$ cat src/logic/mac_consts.svh
`ifndef MAC_CONSTS_SVH
`define MAC_CONSTS_SVH

// Secret key, also the accumulator seed
`define MAC_KEY 16'h5A3C

// Added once per mixing round
`define MAC_ROUND 16'h9E37

// Engine busy cycles per absorbed word
`define MAC_LATENCY 3

`define MEM_WORDS 256
`define SPM_SLOTS 4

`endif
$ cat src/logic/mac_pkg.sv
`default_nettype none

package mac_pkg;

  typedef enum logic {mode_sign, mode_verify} mac_mode_t;

  // Order of the first four matches the absorb order
  typedef enum logic [2:0] {
    field_pub_start, field_pub_end, field_sec_start, field_sec_end, field_id
  } spm_field_t;

  typedef logic [15:0] tag_t;

  typedef enum logic [3:0] {
    st_idle,
    st_check,
    st_fail,
    st_setup,
    st_limit,
    st_mem_req,
    st_mem_rsp,
    st_absorb,
    st_field,
    st_tag_wait,
    st_tag_req,
    st_tag_rsp,
    st_done
  } ctrl_state_t;

endpackage

`default_nettype wire

$ cat src/logic/mem_pkg.sv
`default_nettype none

package mem_pkg;

  typedef logic [15:0] word_t;

  // Byte address, memory index is bits 8:1
  typedef logic [15:0] addr_t;

endpackage

`default_nettype wire

$ cat src/logic/bus_ifs.sv
`timescale 1ns/1ns
`default_nettype none


interface mac_engine_if;
  import mem_pkg::*;
  import mac_pkg::*;

  logic  clear;
  logic  absorb_valid;
  logic  absorb_ready;
  word_t word;
  tag_t  tag;

  modport ctrl (output clear, absorb_valid, word, input absorb_ready, tag);
  modport engine (input clear, absorb_valid, word, output absorb_ready, tag);
endinterface

`default_nettype wire

$ cat src/logic/mac_engine.sv
`timescale 1ns/1ns
`default_nettype none

`include "mac_consts.svh"

module mac_engine (
  input wire           clk,
  input wire           reset,
  mac_engine_if.engine mac
);
  import mem_pkg::*;
  import mac_pkg::*;

  localparam int CNT_W = $clog2(`MAC_LATENCY + 1);

  tag_t             acc;
  word_t            held;
  logic [CNT_W-1:0] count;

  assign mac.absorb_ready = (count == '0);
  assign mac.tag          = acc ^ `MAC_KEY;

  always_ff @(posedge clk or posedge reset)
  begin
    if (reset)
    begin
      acc   <= `MAC_KEY;
      count <= '0;
    end
    else if (mac.clear)
    begin
      acc   <= `MAC_KEY;
      count <= '0;
    end
    else if (mac.absorb_valid && mac.absorb_ready)
      count <= CNT_W'(`MAC_LATENCY);
    else if (count != '0)
    begin
      count <= count - 1'b1;
      // Rotate left by 3, xor, add round constant
      if (count == CNT_W'(1))
        acc <= ({acc[12:0], acc[15:13]} ^ held) + `MAC_ROUND;
    end
  end

  always_ff @(posedge clk)
  begin
    if (mac.absorb_valid && mac.absorb_ready)
      held <= mac.word;
  end

endmodule

`default_nettype wire

$ cat src/flat_wrapper.sv
// flat-port wrapper written by rule: the top's interface ports become plain ports
module mac_engine_flat import mem_pkg::*; import mac_pkg::*;
  (clk, reset, mac_clear, mac_absorb_valid, mac_word, mac_absorb_ready, mac_tag);
  mac_engine_if mac_i ();
  input wire clk;
  input wire reset;
  input wire logic [$bits(mac_i.clear)-1:0] mac_clear;
  input wire logic [$bits(mac_i.absorb_valid)-1:0] mac_absorb_valid;
  input wire logic [$bits(mac_i.word)-1:0] mac_word;
  output wire logic [$bits(mac_i.absorb_ready)-1:0] mac_absorb_ready;
  output wire logic [$bits(mac_i.tag)-1:0] mac_tag;
  assign mac_i.clear = mac_clear;
  assign mac_i.absorb_valid = mac_absorb_valid;
  assign mac_i.word = mac_word;
  assign mac_absorb_ready = mac_i.absorb_ready;
  assign mac_tag = mac_i.tag;
  mac_engine u_core (.clk(clk), .reset(reset), .mac(mac_i));
endmodule
$ cat config.mk
export PLATFORM = sky130hd
export DESIGN_NAME = mac_engine_flat
export DESIGN_NICKNAME = d
export VERILOG_FILES = /design/src/logic/mac_pkg.sv /design/src/logic/mem_pkg.sv /design/src/logic/bus_ifs.sv /design/src/logic/mac_engine.sv /design/src/flat_wrapper.sv
export VERILOG_INCLUDE_DIRS = /design/src /design/src/logic
export SDC_FILE = /design/constraint.sdc
export NUM_CORES = 1
export LEC_CHECK = 0
export BUFFER_PORTS_ARGS = -buffer_cell sky130_fd_sc_hd__buf_2
export CORE_ASPECT_RATIO = 0.5
export CORE_MARGIN = 2
export CORE_UTILIZATION = 49
export DETAILED_ROUTE_END_ITERATION = 8
export PLACE_DENSITY = 0.75
export SYNTH_ARGS = -nofsm -noshare
export SYNTH_HDL_FRONTEND = slang
export SYNTH_SLANG_ARGS = --single-unit
$ cat constraint.sdc
create_clock -name clk -period 1.7 [get_ports clk]
set_input_delay 0.34 -clock clk [delete_from_list [all_inputs] [get_ports clk]]
set_output_delay 0.34 -clock clk [all_outputs]
set_load 0.005 [all_outputs]
-- After elaboration in Yosys (flattened, before gate mapping)
Cells that the tools add are included.
- muxes and demuxes: 7
- add/subtract/negate cells: 2
- equality and inequality tests: 2
- bitwise logic cells: 2
- reduce and logical (&&, ||, !) cells: 7
- operator list (operator ; number):
    two-way mux 16 bit ; 4
    adder 16 bit (second input constant) ; 1
    bitwise XOR 16 bit ; 1
    inverter 8 bit ; 1
    two-way mux 2 bit ; 3
    nonzero test 2 bit ; 3
    AND reduction 3 bit ; 1
    nonzero test 3 bit ; 1
    == test 2 x 1 -> 1 bit (second input constant) ; 1
    logical NOT 2 bit ; 1
    != test 2 bit (second input constant) ; 1
    subtractor 2 x 1 -> 2 bit (second input constant) ; 1
    logical AND 1 bit ; 1
- register bits: 34
- output and inout port bits: 17
- logic and storage cells: 23
- input bits: 20

-- Longest topological paths before layout
Gate-level depths: netlist (run 1).
- depth in word-level cells: 6
- mapped depth: 7

-- Worst setup path after synthesis (run 1)
No wires, ideal clock.
- path type: register to register
- start: register u_core.acc[14]
- end: register u_core.acc[10]
- clock period less this slack: 1.662 ns
- path slack: 0.038 ns
- stages on the path, launching flop included: 7
- arrival: 1.593 ns
- data required time: 1.631 ns
- buffers on the path: 0
- cells stage by stage: dfstp_2 -> xnor2_2 -> ha_1 -> a21oi_2 -> o21ai_2 -> or3_1 -> nand3_1
- cells in the longest elaborated chain, start to end: 6
- RTL lines (what ; line ; text):
    from (decl) ; mac_engine.sv:16 ; tag_t acc;
    from (signal assigned) ; mac_engine.sv:27 ; acc <= `MAC_KEY;
    from (signal assigned) ; mac_engine.sv:32 ; acc <= `MAC_KEY;
    from (signal assigned) ; mac_engine.sv:42 ; acc <= ({acc[12:0], acc[15:13]} ^ held) + `MAC_ROUND;
    bitwise XOR 16 bit ; mac_engine.sv:42 ;
    adder 16 bit (no line) ; - ;
    two-way mux 16 bit ; mac_engine.sv:41 ; if (count == CNT_W'(1))
    two-way mux 16 bit ; mac_engine.sv:37 ; else if (count != '0)
    two-way mux 16 bit ; mac_engine.sv:35 ; else if (mac.absorb_valid && mac.absorb_ready)
    two-way mux 16 bit ; mac_engine.sv:30 ; else if (mac.clear)
Every way passes these cells. The select of a mux whose other input is x is not followed.
A chain may end at the register's enable or synchronous reset.

-- Worst setup path in the final report (run 1)
Ends and elaborated chain as after synthesis.

==> results of run 1 <==
[worst min path at each step]
stage	start	to	slack (ps)	cells past startpoint
after floorplan	reset	u_core.acc[0]	270	1
after global placement	reset	u_core.acc[7]	370	3
after detailed placement	reset	u_core.acc[7]	370	3
after CTS	reset	u_core.acc[1]	60	3
after global routing	reset	u_core.acc[1]	70	3
final	reset	u_core.acc[1]	50	3
[kinds of logic (layout without fill, tap and decap cells)]
logic type                 Yosys count  after routing  share of synthesized area (%)
xor gates and xnor gates            23             23                           12.6
DFF                                 34             34                           52.7
muxes                                1              1                          0.561
AOI/OAI and AO/OA                   32             32                           13.9
and+or+nand+nor                     36             36                           11.6
adders and majority gates            3              3                           2.10
buffers and inverters               23             92                           6.59
[synthesized netlist by cell type (all sizes together)]
master / number
and2: 3
or3: 1
and4: 1
o31ai: 1
nor3: 5
a22oi: 5
mux2i: 1
nand2: 10
a21oi: 5
edfxtp: 16
o21ai: 6
a21o: 1
clkbuf: 1
xor2: 2
dfrtp: 10
nand2b: 2
a22o: 1
nor4b: 2
buf: 9
a211oi: 4
a221o: 1
o21bai: 1
nand4: 2
o22ai: 2
ha: 3
a32o: 1
nor3b: 2
xnor2: 21
nand3b: 1
dfstp: 8
nor2: 6
o21a: 2
nand3: 1
inv: 13
a31oi: 2
[final cells by class]
| type | instances | area share (%) |
|---|---|---|
| Clock buffer | 6 | 3.38 |
| Clock inverter | 2 | 0.512 |
| Inverter | 13 | 2.00 |
| Multi-Input combinational cell | 95 | 34.2 |
| Sequential cell | 34 | 38.5 |
| Tap cell | 51 | 2.61 |
| Timing Repair Buffer | 71 | 18.8 |
[layer usage]
layer | GRT usage (%) | part of all wire [%] | vias to the layer above
li1 | - | - | 666
met1 | 28.5 | 42 | 691
met2 | 34.4 | 49 | 72
met3 | 5.38 | 7.1 | 10
met4 | 8.36 | 1.5 | 0
met5 | 0 | 0 | -
[metrics by stage]
step           util, %  hold slack [ps]  cell area (um2)  power (W)
2_1_floorplan        -              273             1780    0.00167
3_3_place_gp      62.3              365             2150    0.00200
3_5_place_dp      62.3              373             2150    0.00205
4_1_cts           66.6             56.0             2300    0.00275
5_1_grt           70.8             73.2             2440    0.00304
6_report          70.8             48.2             2440    0.00291
[sequential cells by signal, summed over array words and instances, names as in the netlist]
| signal | count |
|---|---|
| u_core.acc | 16 |
| u_core.held | 16 |
| u_core.count | 2 |
[worst register-to-register path: cells and delay by family (launching register included)]
family / cells / cell delay, ps
compound gates: 2 / 320
flops: 1 / 590
simple gates: 2 / 450
xor+xnor: 1 / 120
fa+ha+maj: 1 / 180
[placed cells by master (no fill, tap or decap), types with 2 or more instances in the layout]
master	count
a211oi_1	3
a21oi_1	4
a22oi_1	5
and2_1	3
buf_2	36
buf_4	33
clkbuf_8	6
dfrtp_1	10
dfstp_2	8
edfxtp_1	16
ha_1	2
inv_1	13
nand2_1	9
nand2b_1	2
nand4_1	2
nor2_1	5
nor3_1	3
nor3b_2	2
o21ai_0	3
o22ai_1	2
xnor2_1	16
xnor2_2	3
xnor2_4	2
xor2_1	2
[what timing repair did]
item	in CTS	in global routing
gates resized for setup	8	11
endpoints found under the setup margin	5	7
endpoints found under the hold margin	0	0
buffers inserted	2	9
pin swaps	3	13
[power groups by stage]
| stage | Clock [W] | Combinational, W | Sequential (W) |
|---|---|---|---|
| 2_1_floorplan | 0 | 0.000578 | 0.00110 |
| 3_3_place_gp | 0 | 0.000897 | 0.00111 |
| 3_5_place_dp | 0 | 0.000933 | 0.00111 |
| 4_1_cts | 0.000648 | 0.000999 | 0.00110 |
| 5_1_grt | 0.000693 | 0.00122 | 0.00113 |
| 6_report | 0.000651 | 0.00115 | 0.00111 |
==> impl_metrics.ini, run 1 <==
[sta]
setup_viol_count_final = 2
hold_viol = 0
rsz0062_at_grt = true
tightest_slew_ps = 439
period_needed_ps = 1720
clock_skew_ps = 9.98
drv_slew = 0
setup_slack_ps = -17.8
post-route-period-util_pct = 101
setup_tns_ps = -35.1
fmax_mhz = 582
slew_headroom_pct = 70.6

[setup_path]
crit_chain = xnor2_4 > ha_4 > a21oi_4 > o21ai_4 > or3_1 > nand3_1
r2r_setup_slack_ps = -20
path_depth = 6
critical-path-slowest-cell = dfstp_2
crit_family = flip-flops
worst-path-max-fanout = 7
worstSetupStartpointType = register
critPathKind = register to register
cp-startpoint = u_core.acc[14]
cp_num_buf_inv = 0
critPathArrivalTime_ps = 1950
r2r-end = u_core.acc[10]
r2r-start = u_core.acc[14]
r2r_cells = 6
required_ps = 1930
cp-end-kind = register
setup.worst_path.end = u_core.acc[10]
crit_path_max_incr_delay_ps = 590

[final_layout]
fill_cells = 254
drive_gt1_share_pct = 48.9
diodes = 0
fin_nets = 243
layout.cells.non_filler = 272
multi_input_area_um2 = 836
seq_area_um2 = 941
area_delta_synth_final_pct = 37.0

[flow_run]
maxCapViolCount = 0

[clock_tree]
htreeDepth = 2
numCtsBuffers = 5
clockRootBuffer = clkbuf_8
insertion_delay_ps = 300
clock_sinks = 34
cts_tree = yes
hold_buffers = 0
clockBufferDepth = 2
clk_pin_slew_ps = 80

[power_and_ir_drop]
p_seq_share_pct = 38.2
powerDensity_nw_per_um2 = 1190
internal-power_w = 0.00192
vdd_ir_drop_max_v = 0.000558
p_clk_share_pct = 22.3
p_sw_share_pct = 34.1
comb_power_share_pct = 39.4
p_leak_nw = 1.11
net-switching-power_w = 0.000993

[global_route]
grt_pass1_vias = 1297
globalRouteTotalUtil_pct = 21.4
grt_start_max_net_pins = 19
grt_overflow = 0
grt_antenna_before_repair = 0
grt_pass1_wl_um = 6260

[route]
postRouteAntennaNets = 0
route.vias.total = 1439
wire_per_inst_um = 16.5
drtPass1Iterations = 4
vias_per_cell = 5.29
drt-total-wl_um = 4480
drtIter0Drc = 133
drc = 0

[yosys]
netlist_area_um2 = 1780
syn_nets = 175
ys_seq_area_share_pct = 52.7
synth_cells = 152
syn_area_per_cell_um2 = 11.7
ys_types = 43
yosys_register_bits = 34
yosys-top-cells-area = edfxtp_1 27%, dfrtp_1 14%, dfstp_2 12%
synth_top_area_share_pct = 26.9
yosysTopAreaCell = edfxtp_1
ys.warnings.count = 0

[die]
coreArea_um2 = 3450
rows = 15
ios = 37
fp.dieArea_um2 = 4170
die_w_um = 89.3
dieHeight_um = 46.7
start_util_pct = 51.7

[worst_hold_path]
hp-class = input pin to async pin

[status]
violations = setup timing
status = finished, violations left

[place]
dp_hpwl_um = 2800
dp_slack_ps = -133
port-buffer-count = 36
dp.cells = 253
gp_congestion = 0.908
No activity file was read; power rests on OpenSTA's default activity.
==> inputs of run 2 (changes only) <==
CORE_UTILIZATION = 45   (was 49)
MAX_ROUTING_LAYER = met4   (was unset)
PLACE_DENSITY = 0.7   (was 0.75)
==> impl_metrics.ini, run 2 (synthesis gave the netlist of run 1 again) <==
[status]
status = complete, no violations

[die]
coreArea_um2 = 3840
die_w_um = 93.1
ios = 37
dieHeight_um = 48.5
fp.dieArea_um2 = 4520
rows = 16
start_util_pct = 46.4

[route]
drtIter0Drc = 85
wire_per_inst_um = 14.8
drc = 0
route.vias.total = 1365
drt-total-wl_um = 3980
postRouteAntennaNets = 0
drtPass1Iterations = 4
vias_per_cell = 5.07

[sta]
setup_viol_count_final = 0
rsz0062_at_grt = true
fin_hold_ws_ps = 53.3
drv_slew = 0
period_needed_ps = 1670
slew_headroom_pct = 70.4
clock_skew_ps = 6.32
hold_viol = 0
setup_slack_ps = 26.0
fmax_mhz = 597
tightest_slew_ps = 440
post-route-period-util_pct = 98.5

[final_layout]
diodes = 0
drive_gt1_share_pct = 45.1
largest_registers = u_core.acc: 16 flops, u_core.held: 16 flops, u_core.count: 2 flops
finish.utilization_pct = 61.5
area_delta_synth_final_pct = 32.5
final_cell_mix = 36 x buf_2, 28 x buf_4, 16 x xnor2_1, 16 x edfxtp_1, 13 x inv_1
final_common_cell = buf_2
fin_nets = 237
layout.cells.non_filler = 269

[place]
gp_congestion = 0.846
dp.cells = 254
dp_hpwl_um = 2790
dp_slack_ps = -121
port-buffer-count = 36

[global_route]
grt_pass1_wl_um = 6670
grt_start_max_net_pins = 19
grt_overflow = 0
globalRouteTotalUtil_pct = 19.9
grt_pass1_vias = 1374
grt_antenna_before_repair = 0

[setup_path]
critPathArrivalTime_ps = 1850
cp-startpoint = u_core.acc[14]
cp_num_buf_inv = 1
worst-path-max-fanout = 5
r2r-start = u_core.acc[14]
cp-end-kind = register
crit_chain = xnor2_2 > buf_4 > a31oi_4 > o21ai_1 > a211oi_1 > a221o_1
critPathKind = register to register
crit_family = compound AO/OA/AOI/OAI gates
critical-path-slowest-cell = dfstp_2
crit_path_max_incr_delay_ps = 550
required_ps = 1870
worstSetupStartpointType = register

[clock_tree]
cts_tree = yes
numCtsBuffers = 5
clk_pin_slew_ps = 70
clock_sinks = 34
insertion_delay_ps = 290
clockRootBuffer = clkbuf_8
htreeDepth = 2
clockBufferDepth = 2
hold_buffers = 0

[flow_run]
maxCapViolCount = 0

[power_and_ir_drop]
powerDensity_nw_per_um2 = 1210
vdd_ir_drop_max_v = 0.000511
p_leak_nw = 1.07

[worst_hold_path]
hp-class = input pin to async pin
run 2: tightest hold or removal path: stages:
cell and delay (ps):
buf_2 90, inv_1 40, buf_4 260
run 2: area by class of cell:
cell class	count	area, um2
fill	329	1480
sequential	34	941
multi-input combinational	95	791
timing repair buffer	65	410
clock buffer	7	76.3
tap	54	67.6
inverter	13	48.8
clock inverter	1	30.0
run 2: per-stage QoR:
step | setup TNS [ps] | power, W | area (um2)
final | 0 | 0.00286 | 2360
after global routing | -161 | 0.00302 | 2360
after CTS | 0 | 0.00281 | 2290
after detailed placement | -190 | 0.00202 | 2140
after global placement | -25.4 | 0.00200 | 2140
after floorplan | 0 | 0.00167 | 1780
run 2: path summary, 6_finish.rpt:
check | end | slack, ps | cells after the start
max in group asynchronous | u_core.acc[11] | 1370 | 3
worst max register to register | u_core.acc[15] | 30 | 6
min in group clk | u_core.held[11] | 220 | 1
worst min register to register | u_core.acc[3] | 510 | 2
worst min-delay path | u_core.acc[7] | 50 | 3
worst max-delay path | u_core.acc[15] | 30 | 6
run 2: repair_timing:
| action | 4_1_cts | 5_1_grt |
|---|---|---|
| setup buffers | 2 | 5 |
| endpoints found under the setup margin | 6 | 8 |
| gates resized for setup | 5 | 8 |
| pin swaps | 3 | 10 |
run 2: power by group:
group	internal, W	switching (W)
sequential	0.00101	0.0000866
combinational	0.000513	0.000521
clock	0.000439	0.000293
run 2: metal layers:
| metal | global-route usage (%) | part of all wire [%] |
|---|---|---|
| met2 | 28.5 | 49 |
| met3 | 7.48 | 5.9 |
| met4 | 5.15 | 0.23 |
| met1 | 26.9 | 45 |
| met5 | - | 0 |
==> inputs of run 3 (changes only) <==
==> constraint.sdc (replaced) <==
create_clock -name clk -period 1.7 [get_ports clk]
set_input_delay 0.255 -clock clk [delete_from_list [all_inputs] [get_ports clk]]
set_output_delay 0.255 -clock clk [all_outputs]
set_load 0.005 [all_outputs]
==> impl_metrics.ini, run 3 (synthesis gave the netlist of run 1 again) <==
[status]
status = finished, violations left
violations = setup timing

[place]
gp_congestion = 0.846
dp_hpwl_um = 2810
place_area_um2 = 2130
dp.cells = 253
port-buffer-count = 36

[sta]
setup_viol_count_final = 1
post-route-period-util_pct = 102
hold_viol = 0
drv_slew = 0
fmax_mhz = 577
slew_headroom_pct = 51.9
period_needed_ps = 1730
rsz0062_at_grt = true
clock_skew_ps = 6.48
setup_slack_ps = -33.3
tightest_slew_ps = 721

[worst_hold_path]
hp-class = input pin to async pin

[final_layout]
fin_nets = 237
final_cell_mix = 36 x buf_2, 27 x buf_4, 18 x xnor2_1, 16 x edfxtp_1, 13 x inv_1
diodes = 0
final_common_cell = buf_2
layout.cells.non_filler = 269
largest_registers = u_core.acc: 16 flops, u_core.held: 16 flops, u_core.count: 2 flops
area_delta_synth_final_pct = 31.9
drive_gt1_share_pct = 46.5
final_area_um2 = 2350

[route]
route.met3.wl_um = 170
wire_per_inst_um = 14.4
drt-total-wl_um = 3890
route.vias.total = 1348
postRouteAntennaNets = 0
dr.max_layer_used = met4
met1_length_um = 1840
drtPass1Iterations = 4
wl_met2_um = 1860
drc = 0
drtIter0Drc = 88
vias_per_cell = 5.01

[clock_tree]
clockBufferDepth = 2
clk_pin_slew_ps = 70
hold_buffers = 0
htreeDepth = 2
insertion_delay_ps = 280
cts_tree = yes
clock_sinks = 34
clockRootBuffer = clkbuf_8
numCtsBuffers = 5

[die]
dieHeight_um = 48.5
coreArea_um2 = 3840
start_util_pct = 46.4
ios = 37
die_w_um = 93.1
rows = 16
fp.dieArea_um2 = 4520

[setup_path]
critPathArrivalTime_ps = 1900
required_ps = 1870
r2r_setup_slack_ps = -30
critPathKind = register to register
worstSetupStartpointType = register
cp-end-kind = register
cp-startpoint = u_core.acc[14]
worst-path-max-fanout = 5
r2r-start = u_core.acc[14]

[power_and_ir_drop]
powerDensity_nw_per_um2 = 1170
p_leak_nw = 1.06
vdd_ir_drop_max_v = 0.000471

[global_route]
globalRouteTotalUtil_pct = 18.9
grt_pass1_wl_um = 6350
grt_antenna_before_repair = 0
grt_overflow = 0
grt_start_max_net_pins = 19
grt_pass1_vias = 1336

[flow_run]
maxCapViolCount = 0
[run 3: per-stage QoR]
step                util (%)  setup slack (ps)  setup TNS, ps  hold slack [ps]  total power, W
floorplan                  -              37.8              0              188         0.00167
global placement        55.5             -25.7          -25.7              410         0.00199
detailed placement      55.5              -104           -267              402         0.00203
CTS                     58.7             -15.1          -26.9             87.0         0.00270
global route            61.2             -96.2           -376              129         0.00292
finish                  61.2             -33.3          -33.3             75.4         0.00276
[run 3: cell type report]
| cell class | instances | area [um2] |
|---|---|---|
| multi-input combinational | 95 | 787 |
| sequential | 34 | 941 |
| inverter | 13 | 48.8 |
| timing repair buffer | 65 | 414 |
| clock inverter | 2 | 12.5 |
| fill | 326 | 1490 |
| clock buffer | 6 | 82.6 |
| tap | 54 | 67.6 |
[run 3: layer usage]
layer  global-route usage, %  vias to the layer above
met5                       -                        -
met4                    6.86                        0
met3                    4.52                        2
met2                    27.7                       30
met1                    25.8                      663
li1                        -                      653
[run 3: critical path, cell delays in order, from the launching register on]
cell and delay (ps):
dfstp_2 560, xnor2_2 80, buf_4 150, a31oi_4 270
o21a_4 220, o21ai_2 50, a221o_1 290
[run 3: what timing repair did]
| action | CTS | global route |
|---|---|---|
| pin swaps | 3 | 8 |
| resized for setup | 3 | 12 |
| cloned | 0 | 0 |
| buffers inserted | 2 | 6 |
| setup endpoints to repair | 4 | 8 |
[run 3: final timing paths]
kind                              endpoint  depth (start not counted)
setup / recovery            u_core.acc[15]                          6
hold / removal               u_core.acc[7]                          2
setup reg to reg            u_core.acc[15]                          6
hold reg to reg              u_core.acc[3]                          2
max in group asynchronous   u_core.acc[13]                          2
min in group clk           u_core.held[11]                          1
[run 3: power by group]
part,leakage [nW],switching (W),internal (W),total (W)
Clock,0.0472,0.000301,0.000326,0.000626
Sequential,0.369,0.0000850,0.00101,0.00110
Combinational,0.643,0.000522,0.000514,0.00104
