File: src/logic/mac_consts.svh
`ifndef MAC_CONSTS_SVH
`define MAC_CONSTS_SVH

// Secret key, also the accumulator seed
`define MAC_KEY 16'h5A3C

// Added once per mixing round
`define MAC_ROUND 16'h9E37

// Engine busy cycles per absorbed word
`define MAC_LATENCY 3

`define MEM_WORDS 256
`define SPM_SLOTS 4

`endif
File: src/logic/mac_pkg.sv
`default_nettype none

package mac_pkg;

  typedef enum logic {mode_sign, mode_verify} mac_mode_t;

  // Order of the first four matches the absorb order
  typedef enum logic [2:0] {
    field_pub_start, field_pub_end, field_sec_start, field_sec_end, field_id
  } spm_field_t;

  typedef logic [15:0] tag_t;

  typedef enum logic [3:0] {
    st_idle,
    st_check,
    st_fail,
    st_setup,
    st_limit,
    st_mem_req,
    st_mem_rsp,
    st_absorb,
    st_field,
    st_tag_wait,
    st_tag_req,
    st_tag_rsp,
    st_done
  } ctrl_state_t;

endpackage

`default_nettype wire

File: src/logic/mem_pkg.sv
`default_nettype none

package mem_pkg;

  typedef logic [15:0] word_t;

  // Byte address, memory index is bits 8:1
  typedef logic [15:0] addr_t;

endpackage

`default_nettype wire

File: src/logic/bus_ifs.sv
`timescale 1ns/1ns
`default_nettype none

interface mem_bus_if;
  import mem_pkg::*;

  logic  req_valid;
  logic  req_ready;
  logic  we;
  addr_t addr;
  word_t wdata;
  logic  rsp_valid;
  word_t rdata;

  modport master (output req_valid, we, addr, wdata, input req_ready, rsp_valid, rdata);
  modport slave (input req_valid, we, addr, wdata, output req_ready, rsp_valid, rdata);
endinterface

// Combinational lookup into the module table
interface spm_query_if;
  import mem_pkg::*;
  import mac_pkg::*;

  addr_t      select;
  logic       select_valid;
  spm_field_t field;
  word_t      data;

  modport master (output select, field, input select_valid, data);
  modport slave (input select, field, output select_valid, data);
endinterface

interface mac_engine_if;
  import mem_pkg::*;
  import mac_pkg::*;

  logic  clear;
  logic  absorb_valid;
  logic  absorb_ready;
  word_t word;
  tag_t  tag;

  modport ctrl (output clear, absorb_valid, word, input absorb_ready, tag);
  modport engine (input clear, absorb_valid, word, output absorb_ready, tag);
endinterface

`default_nettype wire

File: src/logic/mac_control.sv
`timescale 1ns/1ns
`default_nettype none

module mac_control (
  input  wire                     clk,
  input  wire                     reset,
  input  wire                     start,
  input  wire mac_pkg::mac_mode_t mode,
  input  wire mem_pkg::addr_t     r13,
  input  wire mem_pkg::addr_t     r14,
  input  wire mem_pkg::addr_t     r15,
  input  wire mem_pkg::addr_t     pc,
  output logic                    busy,
  output mem_pkg::word_t          result,
  output logic                    result_valid,
  mem_bus_if.master               mem,
  spm_query_if.master             query,
  mac_engine_if.ctrl              mac
);
  import mem_pkg::*;
  import mac_pkg::*;

  ctrl_state_t state;
  ctrl_state_t next_state;
  mac_mode_t   mode_q;
  logic [1:0]  field_idx;
  addr_t       cur;
  addr_t       limit;
  word_t       data_q;
  word_t       result_q;
  logic        range_done;
  logic        is_sign;

  // Memory is little endian
  function automatic word_t swap_bytes(word_t w);
    return {w[7:0], w[15:8]};
  endfunction

  assign is_sign    = (mode_q == mode_sign);
  assign range_done = (cur >= limit);

  assign busy         = (state != st_idle);
  assign result_valid = (state == st_done);
  assign result       = result_q;

  assign query.select = is_sign ? pc : r14;

  always_comb
  begin
    case (state)
      st_setup:   query.field = field_pub_start;
      st_limit:   query.field = field_pub_end;
      st_field:   query.field = spm_field_t'({1'b0, field_idx});
      st_tag_rsp: query.field = field_id;
      default:    query.field = field_pub_start;
    endcase
  end

  assign mem.req_valid = (state == st_mem_req && !range_done) || (state == st_tag_req);
  assign mem.we        = (state == st_tag_req) && is_sign;
  assign mem.addr      = (state == st_tag_req) ? r15 : cur;
  assign mem.wdata     = mac.tag;

  assign mac.clear        = (state == st_idle);
  assign mac.absorb_valid = (state == st_absorb) || (state == st_field);
  assign mac.word         = (state == st_field) ? query.data : data_q;

  always_comb
  begin
    next_state = state;
    case (state)
      st_idle:     if (start) next_state = st_check;
      st_check:    next_state = query.select_valid ? st_setup : st_fail;
      st_fail:     next_state = st_done;
      st_setup:    next_state = st_limit;
      st_limit:    next_state = st_mem_req;
      st_mem_req:
        if (range_done)
          next_state = st_field;
        else if (mem.req_ready)
          next_state = st_mem_rsp;
      st_mem_rsp:  if (mem.rsp_valid) next_state = st_absorb;
      st_absorb:   if (mac.absorb_ready) next_state = st_mem_req;
      st_field:    if (mac.absorb_ready && field_idx == 2'd3) next_state = st_tag_wait;
      // Last absorb must finish before the tag is final
      st_tag_wait: if (mac.absorb_ready) next_state = st_tag_req;
      st_tag_req:  if (mem.req_ready) next_state = is_sign ? st_done : st_tag_rsp;
      st_tag_rsp:  if (mem.rsp_valid) next_state = st_done;
      st_done:     next_state = st_idle;
      default:     next_state = st_idle;
    endcase
  end

  always_ff @(posedge clk or posedge reset)
  begin
    if (reset)
    begin
      state     <= st_idle;
      mode_q    <= mode_sign;
      field_idx <= '0;
    end
    else
    begin
      state <= next_state;
      if (state == st_idle)
      begin
        mode_q    <= mode;
        field_idx <= '0;
      end
      else if (state == st_field && mac.absorb_ready)
        field_idx <= field_idx + 2'd1;
    end
  end

  // Address range, fetched word and result
  always_ff @(posedge clk)
  begin
    case (state)
      st_setup:  cur <= is_sign ? r13 : query.data;
      st_limit:  limit <= is_sign ? r14 : query.data;
      st_mem_rsp:
        if (mem.rsp_valid)
          data_q <= swap_bytes(mem.rdata);
      st_absorb:
        if (mac.absorb_ready)
          cur <= cur + 16'd2;
      st_fail:   result_q <= '0;
      st_tag_req:
        if (mem.req_ready && is_sign)
          result_q <= mac.tag;
      st_tag_rsp:
        if (mem.rsp_valid)
          result_q <= (swap_bytes(mem.rdata) == mac.tag) ? query.data : '0;
      default:   ;
    endcase
  end

endmodule

`default_nettype wire

File: src/flat_wrapper.sv
// flat-port wrapper written by rule: the top's interface ports become plain ports
module mac_control_flat import mem_pkg::*; import mac_pkg::*;
  (clk, reset, start, mode, r13, r14, r15, pc, busy, result, result_valid, mem_req_valid, mem_we, mem_addr, mem_wdata, mem_req_ready, mem_rsp_valid, mem_rdata, query_select, query_field, query_select_valid, query_data, mac_clear, mac_absorb_valid, mac_word, mac_absorb_ready, mac_tag);
  mem_bus_if mem_i ();
  spm_query_if query_i ();
  mac_engine_if mac_i ();
  input  wire clk;
  input  wire reset;
  input  wire start;
  input  wire mac_pkg::mac_mode_t mode;
  input  wire mem_pkg::addr_t r13;
  input  wire mem_pkg::addr_t r14;
  input  wire mem_pkg::addr_t r15;
  input  wire mem_pkg::addr_t pc;
  output logic busy;
  output mem_pkg::word_t result;
  output logic result_valid;
  output wire logic [$bits(mem_i.req_valid)-1:0] mem_req_valid;
  output wire logic [$bits(mem_i.we)-1:0] mem_we;
  output wire logic [$bits(mem_i.addr)-1:0] mem_addr;
  output wire logic [$bits(mem_i.wdata)-1:0] mem_wdata;
  input wire logic [$bits(mem_i.req_ready)-1:0] mem_req_ready;
  input wire logic [$bits(mem_i.rsp_valid)-1:0] mem_rsp_valid;
  input wire logic [$bits(mem_i.rdata)-1:0] mem_rdata;
  output wire logic [$bits(query_i.select)-1:0] query_select;
  output wire logic [$bits(query_i.field)-1:0] query_field;
  input wire logic [$bits(query_i.select_valid)-1:0] query_select_valid;
  input wire logic [$bits(query_i.data)-1:0] query_data;
  output wire logic [$bits(mac_i.clear)-1:0] mac_clear;
  output wire logic [$bits(mac_i.absorb_valid)-1:0] mac_absorb_valid;
  output wire logic [$bits(mac_i.word)-1:0] mac_word;
  input wire logic [$bits(mac_i.absorb_ready)-1:0] mac_absorb_ready;
  input wire logic [$bits(mac_i.tag)-1:0] mac_tag;
  assign mem_req_valid = mem_i.req_valid;
  assign mem_we = mem_i.we;
  assign mem_addr = mem_i.addr;
  assign mem_wdata = mem_i.wdata;
  assign mem_i.req_ready = mem_req_ready;
  assign mem_i.rsp_valid = mem_rsp_valid;
  assign mem_i.rdata = mem_rdata;
  assign query_select = query_i.select;
  assign query_field = query_i.field;
  assign query_i.select_valid = query_select_valid;
  assign query_i.data = query_data;
  assign mac_clear = mac_i.clear;
  assign mac_absorb_valid = mac_i.absorb_valid;
  assign mac_word = mac_i.word;
  assign mac_i.absorb_ready = mac_absorb_ready;
  assign mac_i.tag = mac_tag;
  mac_control u_core (.clk(clk), .reset(reset), .start(start), .mode(mode), .r13(r13), .r14(r14), .r15(r15), .pc(pc), .busy(busy), .result(result), .result_valid(result_valid), .mem(mem_i), .query(query_i), .mac(mac_i));
endmodule
File: config.mk
export PLATFORM = sky130hd
export DESIGN_NAME = mac_control_flat
export DESIGN_NICKNAME = d
export VERILOG_FILES = /design/src/logic/mac_consts.svh /design/src/logic/mac_pkg.sv /design/src/logic/mem_pkg.sv /design/src/logic/bus_ifs.sv /design/src/logic/mac_control.sv /design/src/flat_wrapper.sv
export SDC_FILE = /design/constraint.sdc
export NUM_CORES = 1
export LEC_CHECK = 0
export ABC_AREA = 1
export CAP_MARGIN = 20
export CORE_ASPECT_RATIO = 1.2
export CORE_UTILIZATION = 60
export DETAILED_ROUTE_END_ITERATION = 6
export DONT_BUFFER_PORTS = 1
export GPL_ROUTABILITY_DRIVEN = 0
export HOLD_SLACK_MARGIN = 0.08
export PLACE_DENSITY = 0.76
export RECOVER_POWER = 25
export SYNTH_ARGS = -nofsm -noshare
export SYNTH_HDL_FRONTEND = slang
export SYNTH_SLANG_ARGS = --single-unit
File: constraint.sdc
create_clock -name clk -period 2.73 [get_ports clk]
set_input_delay 0 -clock clk [delete_from_list [all_inputs] [get_ports clk]]
set_output_delay 0 -clock clk [all_outputs]
set_load 0.02 [all_outputs]
* Word-level counts from Yosys, hierarchy flattened
Index checks and enable logic that the tools add are counted.
** Operators by class
- Add/sub/neg operators :: 2
- Order comparisons :: 1
- Equal/unequal tests :: 23
- Mux-type cells :: 26
- Bitwise operators :: 1
- Reductions and logical operators :: 17
** Operators by type and width (number)
- 16-bit 2-to-1 mux :: 9
- 16-bit one-hot mux with 3 select lines :: 1
- 4-bit one-hot mux with 12 select lines :: 1
- 4-bit 2-to-1 mux :: 9
- 16-bit one-hot mux with 2 select lines :: 1
- 4-bit == test, second input constant :: 5
- 16-bit by 2-bit adder with 16-bit output, second input constant :: 1
- 16-bit == test :: 1
- 4-bit by 3-bit == test with 1-bit output, second input constant :: 4
- 16-bit greater-or-equal comparator :: 1
- 2-bit inequality test, second input constant :: 8
- 3-bit one-hot mux with 3 select lines :: 1
- 4-bit by 2-bit == test with 1-bit output, second input constant :: 2
- 8-bit AND reduction :: 1
- 1-bit logical AND :: 5
- 4-bit by 1-bit == test with 1-bit output, second input constant :: 1
- 4-bit zero test :: 1
- 2-bit 2-to-1 mux :: 2
- 2-bit AND reduction :: 2
- 2-bit nonzero test :: 2
- 4-bit nonzero test :: 1
- 3-bit 2-to-1 mux :: 1
- 3-bit by 2-bit inequality test with 1-bit output, second input constant :: 1
- 3-bit AND reduction :: 1
- other kinds (7) :: 8
** Storage, ports and cells
- Bits in registers :: 71
- Bits of input ports :: 120
- Word-level logic and storage cells :: 77

* Depth between registers and ports, before layout
Gate-level depths: netlist of the first run.
- Depth after elaboration :: 4
- Depth in mapped cells :: 15
- Gate-level depth less buffers :: 15

* Worst setup path before layout of the first run
OpenSTA, ideal clock, no wires.
- Path type :: reg2reg
- From :: register u_core.state[0]
- To :: register u_core.result_q[0] (netlist: u_core.result[0]) (enable)
- Arrival :: 2.045 ns
- Slack :: 0.291 ns
- Cell stages (with the launch flop) :: 6
- Path buffers :: 0
- Period minus slack after synthesis :: 2.439 ns
- Cell sequence :: dfrtp_1 nor2_4 nand2_2 nor2_1 nand2_1 a21oi_1
** On the way
- Longest elaborated chain between the ends :: 3
- Elaborated cells on any way between the ends :: 7
- Classes of those cells :: eq/ne: 5; reduce/logical: 2
** RTL lines
- start, declared :: line mac_control.sv:23 : ctrl_state_t state;
- start signal, assigned :: line mac_control.sv:98 : state <= st_idle;
- start signal, assigned :: line mac_control.sv:104 : state <= next_state;
- 4-bit == test / 4-bit by 2-bit == test with 1-bit output (equally long branches) :: line mac_control.sv:118 : case (state)
- 2-bit inequality test (no line) / 3-bit nonzero test (equally long branches)
- 3-bit AND reduction (no line) *
- end signal, assigned :: line mac_control.sv:130 : result_q <= mac.tag;
- end signal, assigned :: line mac_control.sv:133 : result_q <= (swap_bytes(mem.rdata) == mac.tag) ? query.data : '0;
- end, declared :: line mac_control.sv:30 : word_t result_q;
Every way passes the cells marked *; elsewhere a longest branch is shown, timed or not.
A chain may end at the register's enable or synchronous reset.

* Final worst setup path of the first run
- From :: register u_core.state[2]
- To :: register u_core.result_q[2] (netlist: u_core.result[2]) (data pin)
** On the way
- Longest elaborated chain between the ends :: 2
- Elaborated cells on any way between the ends :: 4
- Classes of those cells :: eq/ne: 3; mux: 1
** RTL lines (line)
- 4-bit == test / 4-bit by 2-bit == test with 1-bit output (equally long branches) :: mac_control.sv:118
- 16-bit one-hot mux with 3 select lines * :: mac_control.sv:118
Marks and branches as above.

==> impl_metrics.tcl, run 1 <==
set metrics [dict create \
    required_ns 2.96 \
    viasPerCell 5.878 \
    peakVddDrop_uv 621.4 \
    final_antenna_net_count 0 \
    cts.clk_slew.worst_paths_ns 0.08 \
    slew_headroom_pct 55.74 \
    cts_sinks 71 \
    placed_area_mm2 0.004928 \
    leakage_nw 2.719 \
    synth_seq_cells 71 \
    synth_area_leaders "edfxtp_1 40%, nand2_1 14%, o21ai_0 5.4%" \
    cp_num_buf_inv 4 \
    post_cts_buffers 0 \
    finalCritPeriodShare_pct 85.46 \
    syn_inst 611 \
    num_rows 35 \
    hp-class "input pin to flop" \
    drv_cap 0 \
    critPathKind "flop to flop" \
    clock_path_buffers 2 \
    clock_skew_ns 0.006878 \
    fp.dieW_um 83.91 \
    grt_max_degree 37 \
    die_area_mm2 0.008416 \
    synthTopCellsByCount "181 x nand2_1, 66 x inv_1, 64 x edfxtp_1" \
    synth-edff-count 64 \
    violations "DRC" \
    drt_iter0_drc 440 \
    slowest_stage "dlygate4sd3_1" \
    start_util_pct 62.32 \
    vias 4726 \
    utilization_pct 78.97 \
    crit_fanout 17 \
    async_reset_ff_share_pct 9.859 \
    numCtsBuffers 9 \
    ys_seq_area_share_pct 43.41 \
    ios 209 \
    max_stage_delay_ns 0.58 \
    dp_hpwl_um 10280 \
    grt_first_pass_wirelength_um 23290 \
    drt_first_pass_iters 7 \
    track_usage_pct 36.73 \
    drive_above_1_share_pct 10.39 \
    layout_min_cycle_time_ns 2.333 \
    cts_tree "yes" \
    routed_wl_um 15460 \
    synth_top_area_share_pct 39.78 \
    end_kind "flop" \
    crit_chain "inv_2 -> nand2_2 -> inv_2 -> nand2_2 -> inv_2 -> nand2_1 -> o21ai_0 -> dlygate4sd3_1" \
    port_buffers 0 \
    rsz0062_at_grt "false" \
    grt-ovfl-total 0 \
    ys_warn_count 0 \
    avgSynthCellArea_um2 7.907 \
    drv_slew 0 \
    wl_per_cell_um 19.22 \
    fmax_ghz 0.4286 \
    critPathArrivalTime_ns 2.56 \
    area_growth_pct 26.70 \
    antenna_found_initial 0 \
    worstMarginPinSlew_ns 0.6632 \
    synth_top_flop_cell "edfxtp_1" \
    power_density_mw_per_mm2 849.1 \
    synth_area_mm2 0.004831 \
    finalHoldViolations 0 \
    startpoint_type "flop" \
    setup_viol 0 \
    die_h_um 100.3 \
    status "finished, violations left" \
    grt_pass1_vias 4555 \
    drc_errors 24 \
    n_antenna_cell 0 \
    setup_tns_ns 0 \
    yosys.cell_types.count 39 \
    clkLatencyLatePin_ns 0.36 \
    yosysMostFrequentCell "nand2_1" \
    clockRootBuffer "clkbuf_8" \
    cp_top_family "buffers and inverters" \
    yosysTopAreaCell "edfxtp_1" \
    design.core.area_mm2 0.007751 \
    synth.net_count 749 \
    final_nets 845 \
    htreeDepth 3 \
    stdcell_area_mm2 0.006121 \
    crit_top_cell "inv_2" \
]
[cell type report]
cell class | instances | area, um2
Clock buffer | 9 | 123.9
Clock inverter | 7 | 97.59
Fill cell | 504 | 1630
Inverter | 74 | 277.8
Multi-Input combinational cell | 428 | 2231
Sequential cell | 71 | 2097
Tap cell | 92 | 115.1
Timing Repair Buffer | 123 | 1179
[layout by cell type, fill, tap and decap left out, drive strengths merged]
| master | synthesis | routed |
|---|---|---|
| nand2 | 185 | 185 |
| dlygate4sd3 | 0 | 97 |
| inv | 74 | 74 |
| edfxtp | 64 | 64 |
| o21ai | 63 | 63 |
| nor2 | 46 | 46 |
| a21oi | 27 | 27 |
| nand3 | 27 | 27 |
| buf | 26 | 26 |
| ha | 18 | 18 |
| xor2 | 13 | 13 |
| xnor2 | 12 | 12 |
| clkbuf | 12 | 9 |
| nor3 | 9 | 9 |
| dfrtp | 7 | 7 |
| nand4 | 4 | 4 |
| or2 | 4 | 4 |
| o22ai | 3 | 3 |
| a21boi | 3 | 3 |
| a21o | 3 | 3 |
| a31oi | 3 | 3 |
| clkinv | 0 | 3 |
| mux2 | 2 | 2 |
| nor4 | 2 | 2 |
| clkinvlp | 0 | 2 |
| bufinv | 0 | 2 |
| o21a | 1 | 1 |
| o311ai | 1 | 1 |
| o2111ai | 1 | 1 |
| a211oi | 1 | 1 |
[per-stage QoR]
| stage | hold slack (ns) | cells | setup WS [ns] | power [mW] |
|---|---|---|---|---|
| floorplan | -0.1966 | 611 | 0.2906 | 3.356 |
| global placement | -0.1602 | 691 | 0.8633 | 3.827 |
| detailed placement | -0.1539 | 691 | 0.7904 | 3.895 |
| CTS | 0.09195 | 804 | 0.5354 | 5.107 |
| global route | 0.1203 | 804 | 0.2846 | 5.463 |
| finish | 0.09538 | 804 | 0.3969 | 5.197 |
[worst reg2reg max path: stages (launching register included)]
cell and delay, ns:
dfrtp_1 0.43, inv_2 0.10, nand2_2 0.07, inv_2 0.24, nand2_2 0.13, inv_2 0.32
nand2_1 0.12, o21ai_0 0.21, dlygate4sd3_1 0.58
[layer usage]
metal,track usage [%],vias to the layer above,share of wire (%)
li1,-,2180,-
met1,42.90,2201,37
met2,66.83,299,52
met3,7.401,46,8.2
met4,13.66,0,3.0
met5,0,-,0
[worst paths after layout]
| check | startpoint | to | slack, ns | cells after the start |
|---|---|---|---|---|
| max in group asynchronous | reset | u_core.state[3] | 1.89 | 3 |
| min | start | u_core.state[0] | 0.1 | 4 |
| min reg2reg | u_core.field_idx[1] | u_core.field_idx[1] | 0.55 | 2 |
| min in group asynchronous | reset | u_core.state[2] | 0.59 | 3 |
| max | u_core.state[2] | u_core.result[2] | 0.40 | 8 |
| max reg2reg | u_core.state[2] | u_core.result[2] | 0.40 | 8 |
[power breakdown]
group | leakage, nW | internal (mW) | total (mW) | switching [mW]
logic | 1.93 | 0.882 | 2.50 | 1.62
registers | 0.680 | 1.51 | 1.73 | 0.220
clock network | 0.105 | 0.516 | 0.961 | 0.446
[sequential cells by signal (all words and copies together) (netlist names)]
register,count
u_core.result,16
u_core.field_idx,2
u_core.cur,16
u_core.mode_q,1
u_core.state,4
u_core.limit,16
u_core.data_q,16
[repair_timing]
| action | CTS | global route |
|---|---|---|
| gates resized for setup | 0 | 0 |
| endpoints found under the setup margin | 0 | 0 |
| hold endpoints to repair | 93 | 0 |
| hold buffers | 97 | 0 |
[logic make-up (layout without fill, tap and decap cells)]
kind of cell / Yosys count / count (layout) / synth area share (%)
DFF: 71 / 71 / 43.41
and+or+nand+nor: 277 / 277 / 24.58
adders and majority gates: 18 / 18 / 4.662
muxes: 2 / 2 / 0.4662
xor gates and xnor gates: 25 / 25 / 4.533
AOI/OAI and AO/OA: 106 / 106 / 11.86
buffers and inverters: 112 / 213 / 10.49
No activity file was read; power rests on OpenSTA's default activity.
==> run 2: changes to the inputs <==
==> constraint.sdc (replaced) <==
create_clock -name clk -period 2.73 [get_ports clk]
set_input_delay 0.1365 -clock clk [delete_from_list [all_inputs] [get_ports clk]]
set_output_delay 0.1365 -clock clk [all_outputs]
set_load 0.02 [all_outputs]
==> run 2 against run 1 <==
Effect of this change:
- the run still ends with DRC left
- worst hold slack lost 0.019 ns
- clock skew grew 0.0086 ns
- clock-buffer cell count grew 6
- sequential cell count is the same
- routed wire length shrank 6.3%
- highest routed layer unchanged
- clock power shrank 19%
- die area is the same
- register-to-register slack lost 0.07 ns
- sequential power is essentially flat
- power shrank 6.8%
- fmax shrank 2.8%
- combinational power shrank 6%
==> impl_metrics.tcl, run 2 (synthesis results as in run 1) <==
set metrics [dict create \
    crit_fanout 33 \
    finalCritPeriodShare_pct 87.92 \
    grt-ovfl-total 0 \
    cts_tree "yes" \
    design.core.area_mm2 0.007751 \
    startpoint_type "flop" \
    wl_per_cell_um 18.68 \
    vias 4579 \
    final_cell_mix "181 x nand2_1, 67 x dlygate4sd3_1, 66 x inv_1, 64 x edfxtp_1, 51 x o21ai_0" \
    violations "DRC" \
    clock_skew_ns 0.01550 \
    antenna_found_initial 0 \
    n_fill_cell 561 \
    area_growth_pct 19.27 \
    regArea_mm2 0.002097 \
    routed_wl_um 14480 \
    grt_first_pass_wirelength_um 22190 \
    cts_sinks 71 \
    hp-class "input pin to flop" \
    leakage_nw 2.562 \
    drv_slew 0 \
    clkLatencyLatePin_ns 0.35 \
    cts.clk_slew.worst_paths_ns 0.09 \
    clockRootBuffer "clkbuf_8" \
    fmax_ghz 0.4166 \
    peakVddDrop_uv 516.0 \
    final_antenna_net_count 0 \
    fp.dieW_um 83.91 \
    worstMarginPinSlew_ns 1.195 \
    drc_errors 25 \
    setup_tns_ns 0 \
    track_usage_pct 34.78 \
    rsz0062_at_grt "false" \
    met1_usage_pct 38.25 \
    cts_resized 0 \
    setup_viol 0 \
    slew_headroom_pct 20.32 \
    die_h_um 100.3 \
    critPathKind "flop to flop" \
    required_ns 2.82 \
    drive_above_1_share_pct 10.25 \
    multi_input_area_mm2 0.002231 \
    p_total_mw 4.845 \
    n_antenna_cell 0 \
    power_density_mw_per_mm2 840.8 \
    gr-usage-met2_pct 63.93 \
    grt.busiest_layer "met2" \
    critPathArrivalTime_ns 2.49 \
    start_util_pct 62.32 \
    drt_iter0_drc 321 \
    die_area_mm2 0.008416 \
    drv_cap 0 \
    num_rows 35 \
    grt_pass1_vias 4381 \
    grt_max_degree 37 \
    post_cts_buffers 0 \
    viasPerCell 5.908 \
    clock_path_buffers 2 \
    grt_util_met3_pct 7.813 \
    port_buffers 0 \
    end_kind "flop" \
    htreeDepth 3 \
    layout_min_cycle_time_ns 2.400 \
    drt_first_pass_iters 7 \
    ios 209 \
    dp_hpwl_um 10450 \
    final_nets 816 \
    finalHoldViolations 0 \
    status "finished, violations left" \
    numCtsBuffers 9 \
    layout_commonest_cell "nand2_1" \
]
-- run 2: changes by cell type in the layout (fill, tap and decap cells not counted) --
cell,previous run,this run
clkbuf_8,9,11
clkinv_4,2,0
dlygate4sd3_1,97,67
buf_4,25,26
buf_12,1,0
clkinvlp_4,2,0
bufinv_16,2,0
clkbuf_1,0,5
-- run 2: critical path, cell delays in order, from the launching register on --
cell	delay, ns
dfrtp_1	0.35
clkbuf_1	0.88
o21ai_0	0.28
dlygate4sd3_1	0.64
-- run 2: layer usage --
| metal | vias up | part of all wire [%] | wire, um |
|---|---|---|---|
| met2 | 264 | 53 | 7642 |
| met4 | 0 | 3.2 | 470 |
| li1 | 2120 | - | - |
| met5 | - | 0 | 0 |
| met3 | 40 | 8.7 | 1259 |
| met1 | 2155 | 35 | 5102 |
-- run 2: layout make-up --
| class | count | share of cell area, % |
|---|---|---|
| Multi-Input combinational cell | 428 | 38.72 |
| Sequential cell | 71 | 36.40 |
| Timing Repair Buffer | 94 | 15.09 |
| Inverter | 74 | 4.821 |
| Clock buffer | 15 | 2.888 |
| Tap cell | 92 | 1.998 |
| Clock inverter | 1 | 0.08686 |
-- run 2: what timing repair did --
action / in CTS / in global routing
endpoints found under the hold margin: 58 / 1
hold buffers: 66 / 1
setup endpoints to repair: 0 / 0
-- run 2: through the flow --
step	utilization [%]	cell area (um2)	hold slack [ns]	cells	setup WS (ns)
detailed placement	63.52	4923	-0.02655	692	0.8126
finish	74.33	5762	0.07621	775	0.3299
global placement	63.52	4923	-0.02774	692	0.8553
CTS	74.25	5756	0.08179	774	0.4670
floorplan	-	4831	-0.06010	611	0.2906
global route	74.33	5762	0.08721	775	0.1407
-- run 2: final timing paths --
| check | start | endpoint | slack (ns) | cells past startpoint |
|---|---|---|---|---|
| setup / recovery | u_core.mode_q | u_core.limit[14] | 0.33 | 3 |
| max in group asynchronous | reset | u_core.mode_q | 2.35 | 2 |
| hold reg to reg | u_core.field_idx[0] | u_core.field_idx[0] | 0.54 | 1 |
| setup reg to reg | u_core.mode_q | u_core.limit[14] | 0.33 | 3 |
| hold / removal | r13[1] | u_core.cur[1] | 0.08 | 2 |
| min in group asynchronous | reset | u_core.state[2] | 0.17 | 2 |
-- run 2: report_power, final --
group | switching [mW] | total [mW] | internal, mW
clock network | 0.396 | 0.777 | 0.381
registers | 0.218 | 1.73 | 1.51
logic | 1.56 | 2.34 | 0.779
total | 2.17 | 4.84 | 2.67
